===== src/secp_defines.svh =====
`ifndef SECP_DEFINES_SVH
`define SECP_DEFINES_SVH

// Command codes in the header cmd field
`define SECP_CMD_VERIFY     16'h0200
`define SECP_CMD_VERIFY_RPL 16'h0201

// Register map, word addresses
`define SECP_REG_CURR_CMD 0
`define SECP_REG_S        1
`define SECP_REG_R        5
`define SECP_REG_HASH     9
`define SECP_REG_Q        13
`define SECP_REG_W        21

`define SECP_REG_DEPTH 32

// Payload words after the index: s, r, hash and Q (x then y)
`define SECP_SIG_WORDS 20
`define SECP_RPL_BEATS 3

`endif

===== src/secp_pkg.sv =====
package secp_pkg;

  typedef logic [63:0]  word_t;
  typedef logic [255:0] u256_t;
  typedef logic [4:0]   reg_addr_t;

  // Group order n of secp256k1
  localparam u256_t SECP_N =
    256'hFFFFFFFF_FFFFFFFF_FFFFFFFF_FFFFFFFE_BAAEDCE6_AF48A03B_BFD25E8C_D0364141;

  typedef struct packed {
    logic [31:0] len;
    logic [15:0] rsvd;
    logic [15:0] cmd;
  } cmd_header_t;

  // Valid and ready travel beside the beat
  typedef struct packed {
    word_t dat;
    logic  sop;
    logic  eop;
  } stream_beat_t;

  typedef struct packed {
    logic out_of_range_s;
    logic out_of_range_r;
  } ver_flags_t;

  typedef struct packed {
    word_t      index;
    ver_flags_t flags;
  } ver_reply_t;

  typedef enum logic [2:0] {
    IDLE,
    GET_INDEX,
    PARSE,
    CALC_S_INV,
    WRITE_W,
    REPLY,
    IGNORE
  } ctrl_state_t;

endpackage


===== src/sig_reg_file.sv =====
`timescale 1ns/1ps
`include "secp_defines.svh"

module sig_reg_file (
  input  logic                i_clk,
  input  logic                i_rst,
  input  logic                i_wr_en,
  input  secp_pkg::reg_addr_t i_wr_addr,
  input  secp_pkg::word_t     i_wr_dat,
  input  logic                i_mm_rd,
  input  logic [15:0]         i_mm_addr,
  output secp_pkg::word_t     o_mm_rd_dat,
  output logic                o_mm_rd_dat_val
);
  import secp_pkg::*;

  word_t     mem [0:`SECP_REG_DEPTH-1];
  reg_addr_t rd_addr;
  logic      rd_pend;

  // Controller write port
  always_ff @(posedge i_clk) begin
    if (i_wr_en) begin
      mem[i_wr_addr] <= i_wr_dat;
    end
  end

  // Debug read, byte address to word address, then registered data
  always_ff @(posedge i_clk) begin
    rd_addr     <= reg_addr_t'(i_mm_addr >> 3);
    o_mm_rd_dat <= mem[rd_addr];
  end

  always_ff @(posedge i_clk) begin
    if (i_rst) begin
      rd_pend         <= 1'b0;
      o_mm_rd_dat_val <= 1'b0;
    end else begin
      rd_pend         <= i_mm_rd;
      o_mm_rd_dat_val <= rd_pend;
    end
  end

endmodule


===== config.mk =====
export PLATFORM = sky130hd
export DESIGN_NAME = sig_reg_file
export DESIGN_NICKNAME = d
export VERILOG_FILES = /design/src/secp_pkg.sv /design/src/sig_reg_file.sv
export VERILOG_INCLUDE_DIRS = /design/src
export SDC_FILE = /design/constraint.sdc
export NUM_CORES = 2
export LEC_CHECK = 0
export BUFFER_PORTS_ARGS = -buffer_cell sky130_fd_sc_hd__buf_4
export CAP_MARGIN = 10
export CORE_AREA = 2 2 472 381
export DETAILED_ROUTE_END_ITERATION = 8
export DIE_AREA = 0 0 474 383
export GPL_TIMING_DRIVEN = 1
export HOLD_SLACK_MARGIN = 0.03
export PLACE_DENSITY = 0.71
export REMOVE_ABC_BUFFERS = 1
export SYNTH_ARGS = -nofsm -noshare
export SYNTH_HDL_FRONTEND = slang
export SYNTH_SLANG_ARGS = --single-unit

===== constraint.sdc =====
create_clock -name i_clk -period 4.8 [get_ports i_clk]
set_input_delay 0.24 -clock i_clk [delete_from_list [all_inputs] [get_ports i_clk]]
set_output_delay 0.24 -clock i_clk [all_outputs]
set_load 0.01 [all_outputs]

Word level (Yosys, flattened, before mapping)
Memories as Yosys holds them, arrays and structs flattened. A register that Yosys moved wholly into a read port is not among the register bits.
Index checks and enable logic that the tools add are counted.
- add/sub/neg operators: 0
- magnitude comparators: 0
- bitwise gates (word level): 0
- $mul: 0
- equal/unequal tests: 0
- divide/modulo/power cells: 0
- reduce and logical (&&, ||, !) cells: 0
- shift-type cells: 0
- muxes and demuxes: 2
- operators with widths (operator ; count):
    1-bit 2-to-1 mux ; 2
- bits in writable memories: 2048
- output and inout bits: 65
- bits in latches: 0
- input bits: 89
- register bits: 7
- word-level logic and storage cells: 6
- ROM bits: 0
- memories kept: 1
- memory list (name ; words ; bits a word ; rd ports ; clocked after memory_dff ; wr ports ; line ; text):
    mem ; 32 ; 64 ; 1 ; 1 ; 1 ; sig_reg_file.sv:17 ; word_t mem [0:`SECP_REG_DEPTH-1];

Logic depth before layout (Yosys ltp)
- depth in word-level cells: 2
- mapped depth: 10
- mapped depth without buffers: 4

Worst setup path after synthesis
No wires, ideal clock.
- kind: input to register
- from: in i_wr_addr[1]
- to: mem mem[12][0] in the netlist's numbering, enable pin
- data required time: 4314 ps
- stages: 3
- data arrival time: 3576 ps
- setup slack: 738 ps
- cell sequence: or3b_2 -> clkbuf_1 -> nor2_1
- RTL lines (element ; line ; text):
    from (decl) ; sig_reg_file.sv:8 ; input secp_pkg::reg_addr_t i_wr_addr,
    to (decl) ; sig_reg_file.sv:17 ;
Straight into the memory's write port.

==> results_dict.tcl <==
set metrics [dict create \
    crit_type "flop to flop" \
    crit_fanout 37 \
    yosys_warnings 0 \
    drive_gt1_frac 0.3433 \
    worstSetupEndpointType "flop" \
    place_worst_setup_slack_ns 1.818 \
    reg2reg_to "o_mm_rd_dat[52]$_DFF_P_" \
    report.final.setup_viol 0 \
    final_common_cell "edfxtp_1" \
    clockRootBuffer "clkbuf_16" \
    clk_path_buf_depth 3 \
    cts_tree "done" \
    coreArea_sq_mm 0.1776 \
    ir_drop_v 0.0004070 \
    placed_area_sq_mm 0.08389 \
    grt-ovfl-total 0 \
    grt_pass1_vias 36134 \
    start_util 0.4456 \
    cts_setup_buffers 0 \
    grtUsageTotal 0.2014 \
    fp.dieH_um 383 \
    final_cell_area_sq_mm 0.09069 \
    dr.first_iter.drc_count 5127 \
    rsz0062_at_grt "false" \
    start_kind "flop" \
    synth_area_leader_cell "edfxtp_1" \
    post_cts_resized 0 \
    synthToLayoutAreaGrowth_pct 14.61 \
    antenna_found_initial 9 \
    synth_area_per_cell_sq_um 25.48 \
    dp.cells 5606 \
    grt_max_degree 77 \
    grt_pass1_wl_um 261000 \
    drv_cap 0 \
    reg2reg_slack_ns 1.83 \
    hpwl_um 90460 \
    p_int_w 0.02964 \
    hold_violations 0 \
    layout_common_cells "edfxtp_1, mux4_2, buf_4" \
    synthCells 3105 \
    fin_crit_ns 2.970 \
    routed_wl_um 182000 \
    finalMaxSlewViolations 0 \
    ys_ff_latch 2119 \
    num_vias 35715 \
    worst-slew-pin-transition_ns 1.174 \
    synth_top_area_share 0.7772 \
    fin_cells 6032 \
    numClockSinks 2119 \
    drc 0 \
    dr.pass1.iters 6 \
    ant_nets 0 \
    swShare 0.2068 \
    place_congestion 0.7221 \
    hp-class "input port to flop" \
    die_x_um 474 \
    synth_area_sq_mm 0.07913 \
    endpoint "o_mm_rd_dat[52]$_DFF_P_" \
    sequentialPowerShare 0.554 \
    cts_buffers 187 \
    outcome "finished, final reports clean" \
    crit_start "rd_addr[0]$_DFF_P_" \
    seq_area_frac_synth 0.7952 \
    wl_per_cell_um 30.17 \
    r2r-start "rd_addr[0]$_DFF_P_" \
    fin_nets 3561 \
    fin_crit_sh 0.6187 \
    p_comb_frac 0.049 \
    cp.arrival_ns 3.67 \
    htree_levels 4 \
    rows 139 \
    ioPinCount 154 \
    reg2regPathDepth 5 \
    clk_pin_slew_ns 0.07 \
    die-area_sq_mm 0.1815 \
    fin_ws_ns 1.830 \
    clock_skew_ns 0.03478 \
    required_ns 5.50 \
    max-slew-margin-rel 0.2172 \
    power_density_mw_per_mm2 412.1 \
    p_clk_frac 0.397 \
    p_leak_nw 28.24 \
    synth_area_leaders "edfxtp_1, mux4_2, dfxtp_1, mux2_2, mux2i_1" \
    worst_skew_pair.late_latency_ns 0.83 \
    hold-worst-slack_ns 0.07991 \
    p_total_w 0.03737 \
    via_per_inst 5.921 \
    io_buffers 142 \
    p_sw_w 0.007729 \
    synth_cell_type_count 30 \
    fmax_mhz 336.7 \
]
==> layout make-up <==
| cell class | count | area, sq um |
|---|---|---|
| timing repair buffer | 334 | 3005 |
| multi-input combinational | 829 | 15690 |
| sequential | 2119 | 62940 |
| tap | 2397 | 2999 |
| inverter | 1 | 3.754 |
| clock buffer | 255 | 5147 |
| antenna | 3 | 7.507 |
| clock inverter | 94 | 897.1 |
| fill | 13425 | 86880 |
==> cell usage after synthesis, drive strengths merged <==
cell     number
edfxtp     2048
o31a          4
a211oi        4
a22oi         4
mux2i        38
mux2         74
or3           1
nand3         2
a221oi       12
dfxtp        71
o211ai        4
mux4        602
o2bb2ai       2
buf          91
nor2b         5
nor2         42
o21ai         8
and2          3
nand3b        5
o221ai        2
inv           1
or3b          3
o22ai        10
nand2         2
nand2b        2
clkbuf       65
==> kinds of logic after synthesis <==
kind of cell,synth area share
DFF,0.7952
muxes,0.1867
buffers and inverters,0.009614
AOI/OAI and AO/OA,0.004649
and+or+nand+nor,0.003890
==> worst max-delay path, stage by stage (launching register included) <==
cell	delay [ns]
dfxtp_4	0.79
buf_12	0.29
buf_12	0.29
mux4_2	0.55
mux4_2	0.52
mux2_2	0.29
==> power by group through the flow <==
stage | Sequential (W) | Combinational [W] | Clock (W)
CTS | 0.0207 | 0.00187 | 0.0151
global placement | 0.0211 | 0.00177 | 0
floorplan | 0.0213 | 0.00148 | 0
detailed placement | 0.0211 | 0.00180 | 0
finish | 0.0207 | 0.00184 | 0.0148
global route | 0.0207 | 0.00197 | 0.0158
==> registers in the layout, indices dropped and copies added (netlist names) <==
name and count:
mem 2048, o_mm_rd_dat_val 1, o_mm_rd_dat 64, rd_addr 5, rd_pend 1
==> how the worst min path moves through the flow <==
stage | to | slack [ns] | start | cells after the start
3_5_place_dp | rd_addr[2]$_DFF_P_ | 0.35 | i_mm_addr[5] | 1
3_3_place_gp | rd_addr[3]$_DFF_P_ | 0.35 | i_mm_addr[6] | 1
5_1_grt | rd_addr[0]$_DFF_P_ | 0.05 | i_mm_addr[3] | 2
6_report | rd_addr[1]$_DFF_P_ | 0.08 | i_mm_addr[4] | 2
2_1_floorplan | rd_addr[0]$_DFF_P_ | 0.27 | i_mm_addr[3] | 0
4_1_cts | rd_addr[0]$_DFF_P_ | 0.03 | i_mm_addr[3] | 2
==> metrics by stage <==
stage	setup TNS (ns)	utilization
after CTS	0	0.5107
after detailed placement	0	0.4725
final	0	0.5107
after global placement	0	0.4725
after global routing	0	0.5107
after floorplan	-1088.54	-
==> per-layer routing <==
layer / track usage / part of all wire / vias up
li1: - / - / 14257
met1: 0.2919 / 0.40 / 19382
met2: 0.3185 / 0.49 / 1820
met3: 0.03788 / 0.091 / 250
met4: 0.05053 / 0.020 / 6
met5: 0 / 0.00022 / -
==> what timing repair did <==
item / CTS / global route
endpoints found under the hold margin: 2056 / 0
hold buffers: 74 / 0
setup endpoints to repair: 0 / 0
Power figures use the tool's default switching activity.
