$ cat src/secp_defines.svh
`ifndef SECP_DEFINES_SVH
`define SECP_DEFINES_SVH

// Command codes in the header cmd field
`define SECP_CMD_VERIFY     16'h0200
`define SECP_CMD_VERIFY_RPL 16'h0201

// Register map, word addresses
`define SECP_REG_CURR_CMD 0
`define SECP_REG_S        1
`define SECP_REG_R        5
`define SECP_REG_HASH     9
`define SECP_REG_Q        13
`define SECP_REG_W        21

`define SECP_REG_DEPTH 32

// Payload words after the index: s, r, hash and Q (x then y)
`define SECP_SIG_WORDS 20
`define SECP_RPL_BEATS 3

`endif
$ cat src/secp_pkg.sv
package secp_pkg;

  typedef logic [63:0]  word_t;
  typedef logic [255:0] u256_t;
  typedef logic [4:0]   reg_addr_t;

  // Group order n of secp256k1
  localparam u256_t SECP_N =
    256'hFFFFFFFF_FFFFFFFF_FFFFFFFF_FFFFFFFE_BAAEDCE6_AF48A03B_BFD25E8C_D0364141;

  typedef struct packed {
    logic [31:0] len;
    logic [15:0] rsvd;
    logic [15:0] cmd;
  } cmd_header_t;

  // Valid and ready travel beside the beat
  typedef struct packed {
    word_t dat;
    logic  sop;
    logic  eop;
  } stream_beat_t;

  typedef struct packed {
    logic out_of_range_s;
    logic out_of_range_r;
  } ver_flags_t;

  typedef struct packed {
    word_t      index;
    ver_flags_t flags;
  } ver_reply_t;

  typedef enum logic [2:0] {
    IDLE,
    GET_INDEX,
    PARSE,
    CALC_S_INV,
    WRITE_W,
    REPLY,
    IGNORE
  } ctrl_state_t;

endpackage

$ cat src/sig_reply_tx.sv
`timescale 1ns/1ps
`include "secp_defines.svh"

module sig_reply_tx (
  input  logic                   i_clk,
  input  logic                   i_rst,
  input  logic                   i_start,
  input  secp_pkg::ver_reply_t   i_rpl,
  output logic                   o_busy,
  output secp_pkg::stream_beat_t o_tx,
  output logic                   o_tx_val,
  input  logic                   i_tx_rdy
);
  import secp_pkg::*;

  localparam logic [1:0] LAST_BEAT = 2'(`SECP_RPL_BEATS - 1);

  ver_reply_t  rpl_q;
  cmd_header_t hdr;
  logic [1:0]  beat_cnt;

  assign o_busy = o_tx_val;

  always_ff @(posedge i_clk) begin
    if (i_start) begin
      rpl_q <= i_rpl;
    end
  end

  always_ff @(posedge i_clk) begin
    if (i_rst) begin
      o_tx_val <= 1'b0;
      beat_cnt <= '0;
    end else if (i_start) begin
      o_tx_val <= 1'b1;
      beat_cnt <= '0;
    end else if (o_tx_val && i_tx_rdy) begin
      if (beat_cnt == LAST_BEAT) begin
        o_tx_val <= 1'b0;
      end else begin
        beat_cnt <= beat_cnt + 2'd1;
      end
    end
  end

  // Beat content follows the counter, so it holds while stalled
  always_comb begin
    hdr      = '0;
    hdr.cmd  = `SECP_CMD_VERIFY_RPL;
    hdr.len  = 32'(`SECP_RPL_BEATS * 8);
    o_tx     = '0;
    o_tx.sop = (beat_cnt == 2'd0);
    o_tx.eop = (beat_cnt == LAST_BEAT);
    case (beat_cnt)
      2'd0:    o_tx.dat = hdr;
      2'd1:    o_tx.dat = rpl_q.index;
      default: o_tx.dat = word_t'(rpl_q.flags);
    endcase
  end

endmodule

$ cat config.mk
export PLATFORM = sky130hd
export DESIGN_NAME = sig_reply_tx
export DESIGN_NICKNAME = d
export VERILOG_FILES = /design/src/secp_pkg.sv /design/src/sig_reply_tx.sv
export VERILOG_INCLUDE_DIRS = /design/src
export SDC_FILE = /design/constraint.sdc
export NUM_CORES = 1
export LEC_CHECK = 0
export ABC_AREA = 1
export BUFFER_PORTS_ARGS = -buffer_cell sky130_fd_sc_hd__buf_2
export CAP_MARGIN = 30
export CELL_PAD_IN_SITES_DETAIL_PLACEMENT = 1
export CELL_PAD_IN_SITES_GLOBAL_PLACEMENT = 1
export CORE_MARGIN = 1
export CORE_UTILIZATION = 33
export DETAILED_ROUTE_END_ITERATION = 8
export HOLD_SLACK_MARGIN = 0.08
export MAX_ROUTING_LAYER = met4
export PLACE_DENSITY = 0.88
export SYNTH_ARGS = -nofsm -noshare
export SYNTH_HDL_FRONTEND = slang
export SYNTH_SLANG_ARGS = --single-unit
$ cat constraint.sdc
create_clock -name i_clk -period 1.2 [get_ports i_clk]
set_input_delay 0.12 -clock i_clk [delete_from_list [all_inputs] [get_ports i_clk]]
set_output_delay 0.12 -clock i_clk [all_outputs]
set_load 0.02 [all_outputs]
Word level (Yosys, flattened, before mapping). Cells that the tools add are included.

Input bits: 70. Bits in registers: 69.

$add $sub $neg: 1. Multiplexer cells: 4. Eq/ne operators: 2. Reductions and logical operators: 7. Bitwise operators: 1.

Operators with widths (count): $pmux 64 s2 (1); $reduce_and 2->1 (2); $reduce_bool 2->1 (2); $mux 1 (3); $add 2x1->2 const B (1); $eq 2x1->1 const B (1); $eq 2x2->1 const B (1); $logic_not 2->1 (1); $reduce_or 2->1 (1); $logic_and 1x1->1 (1); $not 1->1 (1).

Longest topological paths before layout.
Depth after elaboration: 4. Depth in mapped cells: 7. Mapped depth without buffers: 7.

Least setup slack after synthesis. OpenSTA, ideal clock, no wires.

Kind: reg2out. From: register beat_cnt[0]. To: output o_tx[3] (netlist bit). Arrival: 1.044 ns. Slack: 0.036 ns. Buffers on the path: 0. Cell stages (with the launch flop): 6. Cell sequence: dfxtp_1 > inv_1 > ha_1 > inv_1 > nand3_1 > nand2_1.

RTL lines: start: declaration (RTL line sig_reply_tx.sv:20) `logic [1:0] beat_cnt;`; start signal: assignment (RTL line sig_reply_tx.sv:41) `beat_cnt <= beat_cnt + 2'd1;`; end: declaration (RTL line sig_reply_tx.sv:10) `output secp_pkg::stream_beat_t o_tx,`.

==> summary.txt <==
Outcome
  – Outcome: finished with violations
  – Failing checks: setup timing

Layout
  – Layout cells sized above 1: 56.7%
  – Fin area: 5380 um^2
  – Commonest non-fill, non-tap cell in the layout: buf_2
  – Most frequent cells in the layout: 71 x buf_2, 70 x buf_6, 67 x dlygate4sd3_1
  – Final #Nets: 534
  – Antenna Cells: 0
  – Layout overhead on the synthesized area: 97.6%

Worst setup path
  – Req. time, crit path: 1.08 ns
  – Slowest CP cell: dfxtp_2
  – Startpoint types: flip-flop
  – Cells along the critical path: inv_2 -> ha_4 -> buf_12 -> buf_16 -> nand2_1 -> inv_2 -> buf_6
  – Max stage delay on crit path: 0.33 ns
  – CP Max Fanout: 6
  – CP arrival: 1.47 ns
  – Reg2reg end: beat_cnt[0]
  – Worst R2R Setup Slack: -0.02 ns
  – Worst R2R Path Depth: 9
  – Most used cell, CP: inv_2
  – CP Capture Type: output port
  – Reg-to-Reg Start: beat_cnt[0]
  – Kind of critical path: flip-flop to output port

Route
  – WL final: 11,200 um
  – Routed Antenna Nets: 0
  – DRC viols: 0
  – Drt wl/cell: 19.7 um
  – Vias per cell: 4.44
  – Drt pass-1 iters: 4
  – Iter 0 DRT Violations: 67
  – Via count: 2,522

STA
  – Tightest Pin Transition: 0.221 ns
  – Period utilisation layout: 133%
  – Hold Vio Cnt, Final: 0
  – Max Slew Vio Count: 0
  – RSZ-0062 raised after global routing: true
  – Final Skew: 0.00153 ns
  – Final Setup Violations: 67
  – Peak Freq: 0.629 GHz
  – Final WS setup: -0.391 ns
  – Min Tclk post-route: 1.59 ns
  – Slew headroom: 85.2%

Floorplan
  – # rows: 32
  – IO Count: 138
  – Die area: 8610 um^2
  – Chip height: 92.8 um
  – Die W: 92.8 um
  – Core area: 7850 um^2
  – Starting density of the core: 34.7%

Power and ir drop
  – Maximum vdd drop: 0.00123 V
  – Switching part of the total: 23.5%
  – Leak: 0.00268 uW
  – Clock network power share: 35.0%
  – Sequential share of power: 50.6%
  – Cell-internal power: 4460 uW
  – Pwr Density: 1080 nW/um^2
  – Switching pwr: 1370 uW
  – Combinational Power Share: 14.3%
  – Total power: 5830 uW

Synth
  – Post-synthesis sequential area ratio: 75.0%
  – Netlist cell types: 11
  – Flops & latches, synth: 69
  – Dominant cells by area after synthesis: edfxtp_1 73%, nand2_1 10%, inv_1 9.4%
  – Yosys warning total: 0
  – Avg Inst Size Synth: 11.7 um^2
  – Net Count, Synth: 306
  – Syn Inst Count: 233
  – Synth top area share: 72.8%
  – Cell Area, Synth: 2720 um^2
  – Cell taking the most area after synthesis: edfxtp_1

GRT
  – Largest net degree at the start of global routing: 39
  – First-pass GRT wire length: 15,500 um
  – Global Route Usage Sum: 25.6%
  – Initial antenna violation count: 0
  – Vias in the first global route: 2,884
  – Global route overflow: 0

Place
  – Post-DP Area: 3590 um^2
  – RePlAce Congestion: 0.694
  – Detailed Place HPWL: 4940 um
  – # port buffers: 137

Clocking
  – CTS tree: done
  – Clock-pin transition on the worst setup and hold timing paths: 0.07 ns
  – Clock sink count: 69
  – CTS Root Cell: clkbuf_8
  – Skew-Pair Late Insertion Delay: 0.32 ns
  – Clk buf depth: 2
  – CTS H-tree depth: 3
  – CTS buffer count: 9

Worst hold path
  – Hold crit path type: primary input to flip-flop
  – Hold_sp: i_tx_rdy
  – Worst hold path endpoint: beat_cnt[1]
  – Worst Hold Depth: 4

Run
  – MaxCap Viol Count: 0
power by group through the flow:
stage | Clock (uW) | Combinational, uW | Sequential (uW)
after CTS | 2050 | 748 | 2910
final | 2040 | 836 | 2950
after global routing | 2190 | 881 | 2970
after detailed placement | 0 | 430 | 2950
after global placement | 0 | 407 | 2940
after floorplan | 0 | 166 | 2940
synthesized netlist by cell type:
library cell and number:
nand3b_1 1, edfxtp_1 66, nand4_1 1, inv_1 68, dfxtp_1 3, buf_2 1
nor2_1 4, nand3_1 3, nand2_1 76, ha_1 3, buf_4 7
logic make-up after synthesis:
family / count (synthesis) / synth area share [%]
and+or+nand+nor: 85 / 12.1
buffers and inverters: 76 / 11.5
adders and majority gates: 3 / 1.38
DFF: 69 / 75.0
sequential cells by signal (all words and copies together), names as in the netlist:
| signal | flops |
|---|---|
| rpl_q | 66 |
| beat_cnt | 2 |
| o_busy | 1 |
worst max-delay path by stage:
| stage | startpoint | to | slack (ns) | cells past startpoint |
|---|---|---|---|---|
| global route | beat_cnt[0] | o_tx[52] | -0.45 | 6 |
| global placement | beat_cnt[1] | o_tx[30] | -0.09 | 6 |
| detailed placement | beat_cnt[1] | o_tx[39] | -0.14 | 6 |
| finish | beat_cnt[1] | o_tx[56] | -0.39 | 7 |
| floorplan | beat_cnt[0] | o_tx[3] | 0.04 | 5 |
| CTS | beat_cnt[1] | o_tx[2] | -0.39 | 7 |
final cells by class:
class                      instances  area (um^2)
timing repair buffer             225         2120
clock buffer                      11          131
inverter                          68          268
sequential                        69         2050
tap                              102          128
multi-input combinational         88          607
clock inverter                     5         75.1
fill                             766         2470
worst max-delay path, delay by kind of cell (launching register included):
| family | cells | cell delay [ns] |
|---|---|---|
| buffers and inverters | 5 | 0.53 |
| flip-flops | 1 | 0.33 |
| adder cells (fa/ha/maj) | 1 | 0.21 |
| AND/OR/NAND/NOR | 1 | 0.08 |
stage by stage:
stage	TNS (ns)	std cells	hold WS, ns	util [%]	setup WS (ns)
global placement	-1.78	472	0.296	45.7	-0.0884
finish	-21.02	568	0.176	68.5	-0.391
global route	-25.92	568	0.158	68.5	-0.454
detailed placement	-5.77	472	0.298	45.7	-0.140
CTS	-22.02	565	0.134	65.5	-0.386
floorplan	0	233	0.219	-	0.0364
metal layers:
| layer | global-route usage, % | up-vias | share of wire (%) |
|---|---|---|---|
| li1 | - | 1161 | - |
| met1 | 22.3 | 1232 | 34 |
| met2 | 52.1 | 105 | 59 |
| met3 | 4.60 | 24 | 4.0 |
| met4 | 11.0 | 0 | 3.0 |
| met5 | - | - | 0 |
what timing repair did:
action,CTS,global route
gates cloned,4,2
setup endpoints to repair,69,69
pin swaps,6,8
endpoints found under the hold margin,69,0
hold buffers,67,0
setup buffers,6,2
resized for setup,177,84
(Power assumes the default switching activity.)
