**src/secp_defines.svh**
```systemverilog
`ifndef SECP_DEFINES_SVH
`define SECP_DEFINES_SVH

// Command codes in the header cmd field
`define SECP_CMD_VERIFY     16'h0200
`define SECP_CMD_VERIFY_RPL 16'h0201

// Register map, word addresses
`define SECP_REG_CURR_CMD 0
`define SECP_REG_S        1
`define SECP_REG_R        5
`define SECP_REG_HASH     9
`define SECP_REG_Q        13
`define SECP_REG_W        21

`define SECP_REG_DEPTH 32

// Payload words after the index: s, r, hash and Q (x then y)
`define SECP_SIG_WORDS 20
`define SECP_RPL_BEATS 3

`endif
```
**src/secp_pkg.sv**
```systemverilog
package secp_pkg;

  typedef logic [63:0]  word_t;
  typedef logic [255:0] u256_t;
  typedef logic [4:0]   reg_addr_t;

  // Group order n of secp256k1
  localparam u256_t SECP_N =
    256'hFFFFFFFF_FFFFFFFF_FFFFFFFF_FFFFFFFE_BAAEDCE6_AF48A03B_BFD25E8C_D0364141;

  typedef struct packed {
    logic [31:0] len;
    logic [15:0] rsvd;
    logic [15:0] cmd;
  } cmd_header_t;

  // Valid and ready travel beside the beat
  typedef struct packed {
    word_t dat;
    logic  sop;
    logic  eop;
  } stream_beat_t;

  typedef struct packed {
    logic out_of_range_s;
    logic out_of_range_r;
  } ver_flags_t;

  typedef struct packed {
    word_t      index;
    ver_flags_t flags;
  } ver_reply_t;

  typedef enum logic [2:0] {
    IDLE,
    GET_INDEX,
    PARSE,
    CALC_S_INV,
    WRITE_W,
    REPLY,
    IGNORE
  } ctrl_state_t;

endpackage

```
**src/sig_verify_ctrl.sv**
```systemverilog
`timescale 1ns/1ps
`include "secp_defines.svh"

module sig_verify_ctrl (
  input  logic                   i_clk,
  input  logic                   i_rst,
  input  secp_pkg::stream_beat_t i_cmd,
  input  logic                   i_cmd_val,
  output logic                   o_cmd_rdy,
  output secp_pkg::u256_t        o_inv_dat,
  output logic                   o_inv_val,
  input  logic                   i_inv_rdy,
  input  secp_pkg::u256_t        i_inv_dat,
  input  logic                   i_inv_val,
  output logic                   o_inv_rdy,
  output logic                   o_wr_en,
  output secp_pkg::reg_addr_t    o_wr_addr,
  output secp_pkg::word_t        o_wr_dat,
  output logic                   o_rpl_start,
  output secp_pkg::ver_reply_t   o_rpl,
  input  logic                   i_rpl_busy
);
  import secp_pkg::*;

  ctrl_state_t state, state_nxt;
  cmd_header_t hdr;
  logic [4:0]  cnt;
  logic [1:0]  wcnt;
  reg_addr_t   word_addr;
  u256_t       s, r, w;
  word_t       index_q;
  ver_flags_t  flags_q;
  logic        cmd_acc, inv_acc, last_word, s_bad, r_bad;

  assign hdr       = i_cmd.dat;
  assign cmd_acc   = i_cmd_val && o_cmd_rdy;
  assign o_inv_rdy = (state == CALC_S_INV);
  assign inv_acc   = i_inv_val && o_inv_rdy;
  assign last_word = (cnt == 5'(`SECP_SIG_WORDS - 1));
  // Zero is rejected too, the inverter never ends on it
  assign s_bad     = (s == '0) || (s >= SECP_N);
  assign r_bad     = (r == '0) || (r >= SECP_N);
  assign o_inv_dat = s;
  assign o_rpl     = '{index: index_q, flags: flags_q};

  // Payload word position in the register map
  always_comb begin
    if (cnt < 5'd4) begin
      word_addr = reg_addr_t'(`SECP_REG_S) + reg_addr_t'(cnt[1:0]);
    end else if (cnt < 5'd8) begin
      word_addr = reg_addr_t'(`SECP_REG_R) + reg_addr_t'(cnt[1:0]);
    end else if (cnt < 5'd12) begin
      word_addr = reg_addr_t'(`SECP_REG_HASH) + reg_addr_t'(cnt[1:0]);
    end else begin
      word_addr = reg_addr_t'(`SECP_REG_Q) + reg_addr_t'(cnt - 5'd12);
    end
  end

  always_comb begin
    state_nxt = state;
    case (state)
      IDLE: begin
        if (cmd_acc && hdr.cmd == `SECP_CMD_VERIFY) begin
          state_nxt = GET_INDEX;
        end else if (cmd_acc && !i_cmd.eop) begin
          state_nxt = IGNORE;
        end
      end
      GET_INDEX:  if (cmd_acc) state_nxt = PARSE;
      PARSE:      if (cmd_acc && last_word) state_nxt = CALC_S_INV;
      // Bad s skips the inverter and w is written as zero
      CALC_S_INV: if (flags_q.out_of_range_s || inv_acc) state_nxt = WRITE_W;
      WRITE_W:    if (wcnt == 2'd3) state_nxt = REPLY;
      REPLY:      if (!o_rpl_start && !i_rpl_busy) state_nxt = IDLE;
      IGNORE:     if (cmd_acc && i_cmd.eop) state_nxt = IDLE;
      default:    state_nxt = IDLE;
    endcase
  end

  always_ff @(posedge i_clk) begin
    if (i_rst) begin
      state       <= IDLE;
      o_cmd_rdy   <= 1'b0;
      o_inv_val   <= 1'b0;
      o_wr_en     <= 1'b0;
      o_rpl_start <= 1'b0;
      cnt         <= '0;
      wcnt        <= '0;
    end else begin
      state       <= state_nxt;
      o_cmd_rdy   <= (state_nxt inside {IDLE, GET_INDEX, PARSE, IGNORE});
      o_wr_en     <= 1'b0;
      o_rpl_start <= 1'b0;
      if (o_inv_val && i_inv_rdy) begin
        o_inv_val <= 1'b0;
      end
      case (state)
        IDLE: begin
          cnt <= '0;
          if (cmd_acc && hdr.cmd == `SECP_CMD_VERIFY) begin
            o_wr_en <= 1'b1;
          end
        end
        PARSE: begin
          if (cmd_acc) begin
            o_wr_en <= 1'b1;
            cnt     <= cnt + 5'd1;
            if (last_word) begin
              o_inv_val <= !s_bad;
            end
          end
        end
        CALC_S_INV: wcnt <= '0;
        WRITE_W: begin
          o_wr_en <= 1'b1;
          wcnt    <= wcnt + 2'd1;
          if (wcnt == 2'd3) begin
            o_rpl_start <= 1'b1;
          end
        end
        default: ;
      endcase
    end
  end

  always_ff @(posedge i_clk) begin
    case (state)
      IDLE: begin
        o_wr_addr <= reg_addr_t'(`SECP_REG_CURR_CMD);
        o_wr_dat  <= i_cmd.dat;
      end
      GET_INDEX: begin
        if (cmd_acc) begin
          index_q <= i_cmd.dat;
        end
      end
      PARSE: begin
        o_wr_addr <= word_addr;
        o_wr_dat  <= i_cmd.dat;
        // Least significant word first
        if (cmd_acc && cnt < 5'd4) begin
          s[cnt[1:0]*64 +: 64] <= i_cmd.dat;
        end
        if (cmd_acc && cnt >= 5'd4 && cnt < 5'd8) begin
          r[cnt[1:0]*64 +: 64] <= i_cmd.dat;
        end
        if (cmd_acc && last_word) begin
          flags_q <= '{out_of_range_s: s_bad, out_of_range_r: r_bad};
        end
      end
      CALC_S_INV: begin
        if (flags_q.out_of_range_s) begin
          w <= '0;
        end else if (inv_acc) begin
          w <= i_inv_dat;
        end
      end
      WRITE_W: begin
        o_wr_addr <= reg_addr_t'(`SECP_REG_W) + reg_addr_t'(wcnt);
        o_wr_dat  <= w[wcnt*64 +: 64];
      end
      default: ;
    endcase
  end

endmodule

```
**config.mk**
```make
export PLATFORM = sky130hd
export DESIGN_NAME = sig_verify_ctrl
export DESIGN_NICKNAME = d
export VERILOG_FILES = /design/src/secp_pkg.sv /design/src/sig_verify_ctrl.sv
export VERILOG_INCLUDE_DIRS = /design/src
export SDC_FILE = /design/constraint.sdc
export NUM_CORES = 1
export LEC_CHECK = 0
export BUFFER_PORTS_ARGS = -buffer_cell sky130_fd_sc_hd__buf_4
export CAP_MARGIN = 15
export CORE_AREA = 2 2 282 284
export DETAILED_ROUTE_END_ITERATION = 8
export DIE_AREA = 0 0 284 286
export PLACE_DENSITY = 0.68
export SYNTH_ARGS = -nofsm -noshare
export SYNTH_HDL_FRONTEND = slang
export SYNTH_SLANG_ARGS = --single-unit
```
**constraint.sdc**
```tcl
create_clock -name i_clk -period 22.9 [get_ports i_clk]
set_clock_uncertainty 0.15 [all_clocks]
set_input_delay 4.58 -clock i_clk [delete_from_list [all_inputs] [get_ports i_clk]]
set_output_delay 4.58 -clock i_clk [all_outputs]
set_load 0.05 [all_outputs]
```
---- Word level (Yosys, flattened, before mapping) ----
Index checks and enable logic that the tools add are counted.
operators by class
  add/sub/neg operators ................... 9
  order comparisons ....................... 6
  eq/ne operators ......................... 13
  shift operators ......................... 3
  multiplexer cells ....................... 28
  bitwise gates (word level) .............. 1
  reduce and logical (&&, ||, !) cells .... 36
operators by type and width
  operator                                                                      count
  256-bit bitwise mux                                                           2
  256-bit greater-or-equal comparator, second input constant                    2
  256-bit logical NOT                                                           2
  256-bit 2-to-1 mux                                                            1
  64-bit by 34-bit variable shift with 256-bit output, first input constant     1
  256-bit by 9-bit indexed part select with 64-bit output                       1
  64-bit by 34-bit indexed part select with 256-bit output                      1
  64-bit case mux with 2 select lines                                           1
  8-bit negator with 34-bit output                                              1
  3-bit 2-to-1 mux                                                              8
  3-bit case mux with 7 select lines                                            1
  5-bit 2-to-1 mux                                                              4
  16-bit by 10-bit == test with 1-bit output, second input constant             1
  5-bit case mux with 3 select lines                                            1
  3-bit == test, second input constant                                          4
  2-bit AND reduction                                                           6
  1-bit logical AND                                                             11
  5-bit by 4-bit less-than comparator with 1-bit output, second input constant  2
  5-bit case mux with 2 select lines                                            1
  3-bit by 2-bit == test with 1-bit output, second input constant               3
  2-bit nonzero test                                                            4
  1-bit 2-to-1 mux                                                              7
  3-bit by 1-bit == test with 1-bit output, second input constant               2
  3-bit logical NOT                                                             2
  21 further kinds                                                              27
word-level totals
  bits in registers ....................... 917
  input port bits ......................... 328
  output and inout port bits .............. 396
  word-level logic and storage cells ...... 111

---- Logic depth before layout (Yosys ltp) ----
  depth in word-level cells ............... 7
  mapped depth ............................ 8
  gate-level depth less buffers ........... 7

---- Least setup slack after synthesis ----
OpenSTA, ideal clock, no wires.
  path kind ............................... input to register
  start point ............................. input i_inv_val
  end point ............................... register w[0], enable pin
  setup time .............................. 0.881 ns
  arrival ................................. 15.296 ns
  data required time ...................... 21.869 ns
  slack ................................... 6.574 ns
  stages on the path ...................... 2
  buffers on the path ..................... 0
  path through ............................ nor2_1 > nor2_1
on the way
  word-level cells in the longest chain between the ends .. 3
RTL lines
  what                           line                    RTL
  from (decl)                    sig_verify_ctrl.sv:14   input logic i_inv_val,
  1-bit logical AND              sig_verify_ctrl.sv:38   assign inv_acc = i_inv_val && o_inv_rdy;
  2-bit nonzero test (no line)   n/a
  2-bit AND reduction (no line)  n/a
  to (signal assigned)           sig_verify_ctrl.sv:155  w <= i_inv_dat;
  to (decl)                      sig_verify_ctrl.sv:30   u256_t s, r, w;
No other way between the ends.
A chain may end at the register's enable or synchronous reset.

---- Final worst setup path ----
  start point ............................. register state[0]
  end point ............................... output o_inv_rdy
on the way
  word-level cells in the longest chain between the ends .. 1
RTL lines
  what                                      line                   RTL
  from (decl)                               sig_verify_ctrl.sv:25  ctrl_state_t state, state_nxt;
  from (signal assigned)                    sig_verify_ctrl.sv:90  state <= state_nxt;
  3-bit by 2-bit == test with 1-bit output  sig_verify_ctrl.sv:37  assign o_inv_rdy = (state == CALC_S_INV);
  to (decl)                                 sig_verify_ctrl.sv:15  output logic o_inv_rdy,
No other way between the ends.

==> impl_summary.log <==
[metrics] result of the run: completed
[metrics] # setup viols final: 0
[metrics] number of clock sinks seen by CTS: 917
[metrics] aggregate negative setup slack: 0 ns
[metrics] post-synthesis compound-gate area fraction: 0.0192
[metrics] IR drop worst, VDD: 0.0000557 V
[metrics] number of instances in the synthesized netlist: 2326
[metrics] top achievable clock speed: 149 MHz
[metrics] worst-case setup slack after placement: 15.65 ns
[metrics] antenna violations before repair: 21
[metrics] share of the core filled with cells: 0.590
[metrics] Setup CP Type: reg -> out
[metrics] clock tree from TritonCTS: yes
[metrics] synthesized area per cell: 15.7 µm²
[metrics] share of synthesized area spent on multiplexers: 0.0403
[metrics] CP Max Fanout: 17
[metrics] effective utilization at floorplan: 0.466
[metrics] clock share of power: 0.426
[metrics] number of enable-type register cells in the synthesized netlist: 903
[metrics] share of power burned in combinational logic: 0.059
[metrics] unrepaired setup endpoints after global routing: false
[metrics] type of origin of the critical path: register
[metrics] Max Buffers Root-to-Sink: 3
[metrics] vias post-DR: 24800
[metrics] Sw Pwr: 0.779 mW
[metrics] critical path required time: 18.17 ns
[metrics] htree depth: 3
[metrics] total I/O pin count: 724
[metrics] average wire per standard cell: 32.3 µm
[metrics] core outline area: 0.0784 mm²
[metrics] placer congestion estimate: 1.03
[metrics] switching fraction of total power: 0.216
[metrics] Setup crit end kind: output port
[metrics] cell count of the worst reg-to-reg path: 6
[metrics] detailed-router iteration count before antenna repair: 6
[metrics] via count of the first global-routing pass: 24700
[metrics] DRT Wirelength: 136 mm
[metrics] number of instances resized during post-cts repair: 0
[metrics] area share of fa/ha/maj cells after synthesis: 0.00206
[metrics] instance count along the most critical hold path: 2
[metrics] Max-Cap Viols: 0
[metrics] DR iter-0 viols: 3120
[metrics] P per Cell Area: 78.0 mW/mm²
[metrics] instance count on the critical path: 3
[metrics] part of the Yosys area used for sequential elements: 0.751
[metrics] leakage power summed over all cells: 17.0 nW
[metrics] commonest register cell after synthesis: sky130_fd_sc_hd__edfxtp_1
[metrics] cell-by-cell listing of the critical path: nand3b_1 > inv_1 > buf_4
[metrics] internal power of the cells: 2.83 mW
[metrics] CP bufs+invs: 2
[metrics] horizontal die dimension: 284 µm
[metrics] quantity of I/O buffers inserted on ports: 722
[metrics] cts-stage hold buffer count: 0
[metrics] vias per cell: 5.90
[metrics] half-perimeter wire length of the detailed placement result: 102 mm
[metrics] basic-gate share of the synthesized area counting and, or, nand and nor cells: 0.177
[metrics] Post-layout nets: 3406
[metrics] kind of cell adding the most delay to the critical path: flip-flops
[metrics] fraction of power consumed by sequential logic: 0.515
[metrics] Yosys warnings: 0
[metrics] minimum clock period after layout: 6.73 ns
[metrics] GRT Residual Overflow: 0
[metrics] Tot GR Track Use: 0.329
[metrics] master of the slowest instance on the critical path: sky130_fd_sc_hd__dfxtp_1
[metrics] die extent in y: 286 µm
[metrics] period utilization: 0.294
[metrics] count of unique library cells instantiated by Yosys: 72
[metrics] fill cell count: 6197
[metrics] transition time at the pin with the least slew margin: 1.14 ns
[metrics] headroom to the max-slew limit: 0.232
[metrics] number of register bits inferred by synthesis: 917
[metrics] maximum number of pins on one net before global-route repair: 173
[metrics] number of pins with negative max-slew slack in the final report: 0
[metrics] clk root buf: sky130_fd_sc_hd__clkbuf_16
[metrics] register clock-pin slew on the reported worst setup and hold paths: 0.06 ns
[metrics] proportion of layout cells with a drive suffix above 1: 0.308
[metrics] Arrival @ worst endpoint: 2.00 ns
[metrics] ys async rst share: 0
[metrics] clock latency on the worst-skew pair: 0.65 ns
[metrics] total standard cell area after synthesis: 0.0365 mm²
[metrics] Hold Worst Slack: 0.387 ns
[metrics] number of cell rows: 103
[metrics] worst setup margin: 16.17 ns
[metrics] Inserted Clock Buffers: 92
[metrics] area of the die: 0.0812 mm²
[metrics] global-route wire length before repair: 186 mm
[metrics] Post-Synthesis Net Count: 2660
[metrics] DRC viols: 0
[metrics] maximum single-stage delay on the critical path: 0.70 ns
[metrics] worst hold path class: reg -> reg
[metrics] combinational family with the most area after synthesis: simple AND/OR/NAND/NOR gates
[metrics] Routed Antenna Nets: 0
[metrics] area overhead of the layout relative to synthesis: 26.6%
[metrics] post-CTS setup-driven buffer insertion count: 0
[metrics] Hold Vio Cnt, Final: 0
[metrics] xor and xnor fraction of the mapped netlist area: 0.000480
sequential cells by signal, summed over array words and instances (netlist names):
| name | cells |
|---|---|
| wcnt | 2 |
| r | 256 |
| state | 3 |
| o_cmd_rdy | 1 |
| index_q | 64 |
| o_rpl_start | 1 |
| w | 256 |
| o_wr_en | 1 |
| o_wr_addr | 5 |
| o_wr_dat | 64 |
| o_inv_dat | 256 |
| o_inv_val | 1 |
| cnt | 5 |
| o_rpl | 2 |
worst paths after layout:
path                                     start        end  slack [ns]
worst max-delay path                  state[0]  o_inv_rdy       16.17
worst min-delay path                    cnt[1]     cnt[1]        0.39
worst max register to register  o_inv_dat[175]   o_rpl[1]       19.05
worst min register to register          cnt[1]     cnt[1]        0.39
Yosys cell counts, types with 14 or more instances:
library cell,number,area share
sky130_fd_sc_hd__mux4_2,64,0.039
sky130_fd_sc_hd__nand2_1,221,0.023
sky130_fd_sc_hd__and2_1,263,0.045
sky130_fd_sc_hd__nor2b_1,257,0.044
sky130_fd_sc_hd__nor4_1,142,0.024
sky130_fd_sc_hd__edfxtp_1,903,0.74
sky130_fd_sc_hd__clkbuf_1,80,0.0082
sky130_fd_sc_hd__nand3_1,35,0.0048
sky130_fd_sc_hd__nor2_1,41,0.0042
sky130_fd_sc_hd__dfxtp_1,14,0.0077
sky130_fd_sc_hd__nor3_1,24,0.0033
sky130_fd_sc_hd__a21oi_1,26,0.0036
sky130_fd_sc_hd__nand4_1,104,0.018
power by group through the flow:
stage | Sequential, mW | Clock (mW) | Combinational [mW]
finish | 1.86 | 1.54 | 0.212
global route | 1.86 | 1.61 | 0.221
CTS | 1.86 | 1.55 | 0.211
detailed placement | 1.89 | 0 | 0.211
global placement | 1.89 | 0 | 0.209
floorplan | 1.94 | 0 | 0.0516
worst min-delay path: cells and delay by family (launching register included):
family	cells	cell delay [ns]
DFF	1	0.35
AOI/OAI and AO/OA	1	0.06
and+or+nand+nor	1	0.08
final cells by class:
type	count	area [µm²]	area share
tap	1050	1310	0.0284
clock buffer	111	2420	0.0523
multi-input combinational	1309	8790	0.190
timing repair buffer	745	5610	0.121
sequential	917	27400	0.593
antenna	2	5.00	0.000108
clock inverter	61	642	0.0139
inverter	7	26.3	0.000569
placed cells by master, fill, tap and decap left out, types with 6 or more instances in the layout:
cell,Yosys,routed
sky130_fd_sc_hd__nor2b_1,257,257
sky130_fd_sc_hd__buf_4,0,744
sky130_fd_sc_hd__dfxtp_1,14,12
sky130_fd_sc_hd__nor4_1,142,142
sky130_fd_sc_hd__o21ai_0,12,12
sky130_fd_sc_hd__nor2_1,41,40
sky130_fd_sc_hd__inv_1,7,7
sky130_fd_sc_hd__clkinv_1,0,25
sky130_fd_sc_hd__nor3_1,24,23
sky130_fd_sc_hd__ha_1,6,6
sky130_fd_sc_hd__and3_1,11,7
sky130_fd_sc_hd__clkinv_2,0,17
sky130_fd_sc_hd__and2_1,263,258
sky130_fd_sc_hd__edfxtp_1,903,903
sky130_fd_sc_hd__clkbuf_1,80,17
sky130_fd_sc_hd__mux4_2,64,64
sky130_fd_sc_hd__nand3_1,35,35
sky130_fd_sc_hd__a21oi_1,26,25
sky130_fd_sc_hd__nand4_1,104,104
sky130_fd_sc_hd__clkbuf_16,0,94
sky130_fd_sc_hd__bufinv_16,0,13
sky130_fd_sc_hd__o211ai_1,9,9
sky130_fd_sc_hd__nand2_1,221,220
metrics by stage:
stage | power [mW] | instance area (µm²) | std cells
finish | 3.61 | 46200 | 4202
CTS | 3.62 | 46200 | 4200
detailed placement | 2.10 | 43100 | 4028
global placement | 2.10 | 43100 | 4028
global route | 3.69 | 46200 | 4201
floorplan | 1.99 | 36500 | 2326
logic make-up (layout without fill, tap and decap cells):
logic type	Yosys count	count (layout)
compound gates	97	97
xor+xnor	2	2
fa+ha+maj	6	6
buf+inv	100	924
flops	917	917
mux	67	67
other cells	0	2
simple gates	1137	1137
layer usage:
metal	up-vias	part of all wire	global-route usage	routed length, µm
met2	1627	0.49	0.545	65900
met4	4	0.041	0.128	5640
met5	-	0.00016	0	22
met3	250	0.11	0.0893	14800
met1	12500	0.36	0.413	49500
li1	10400	-	-	-
(Power assumes the default switching activity.)
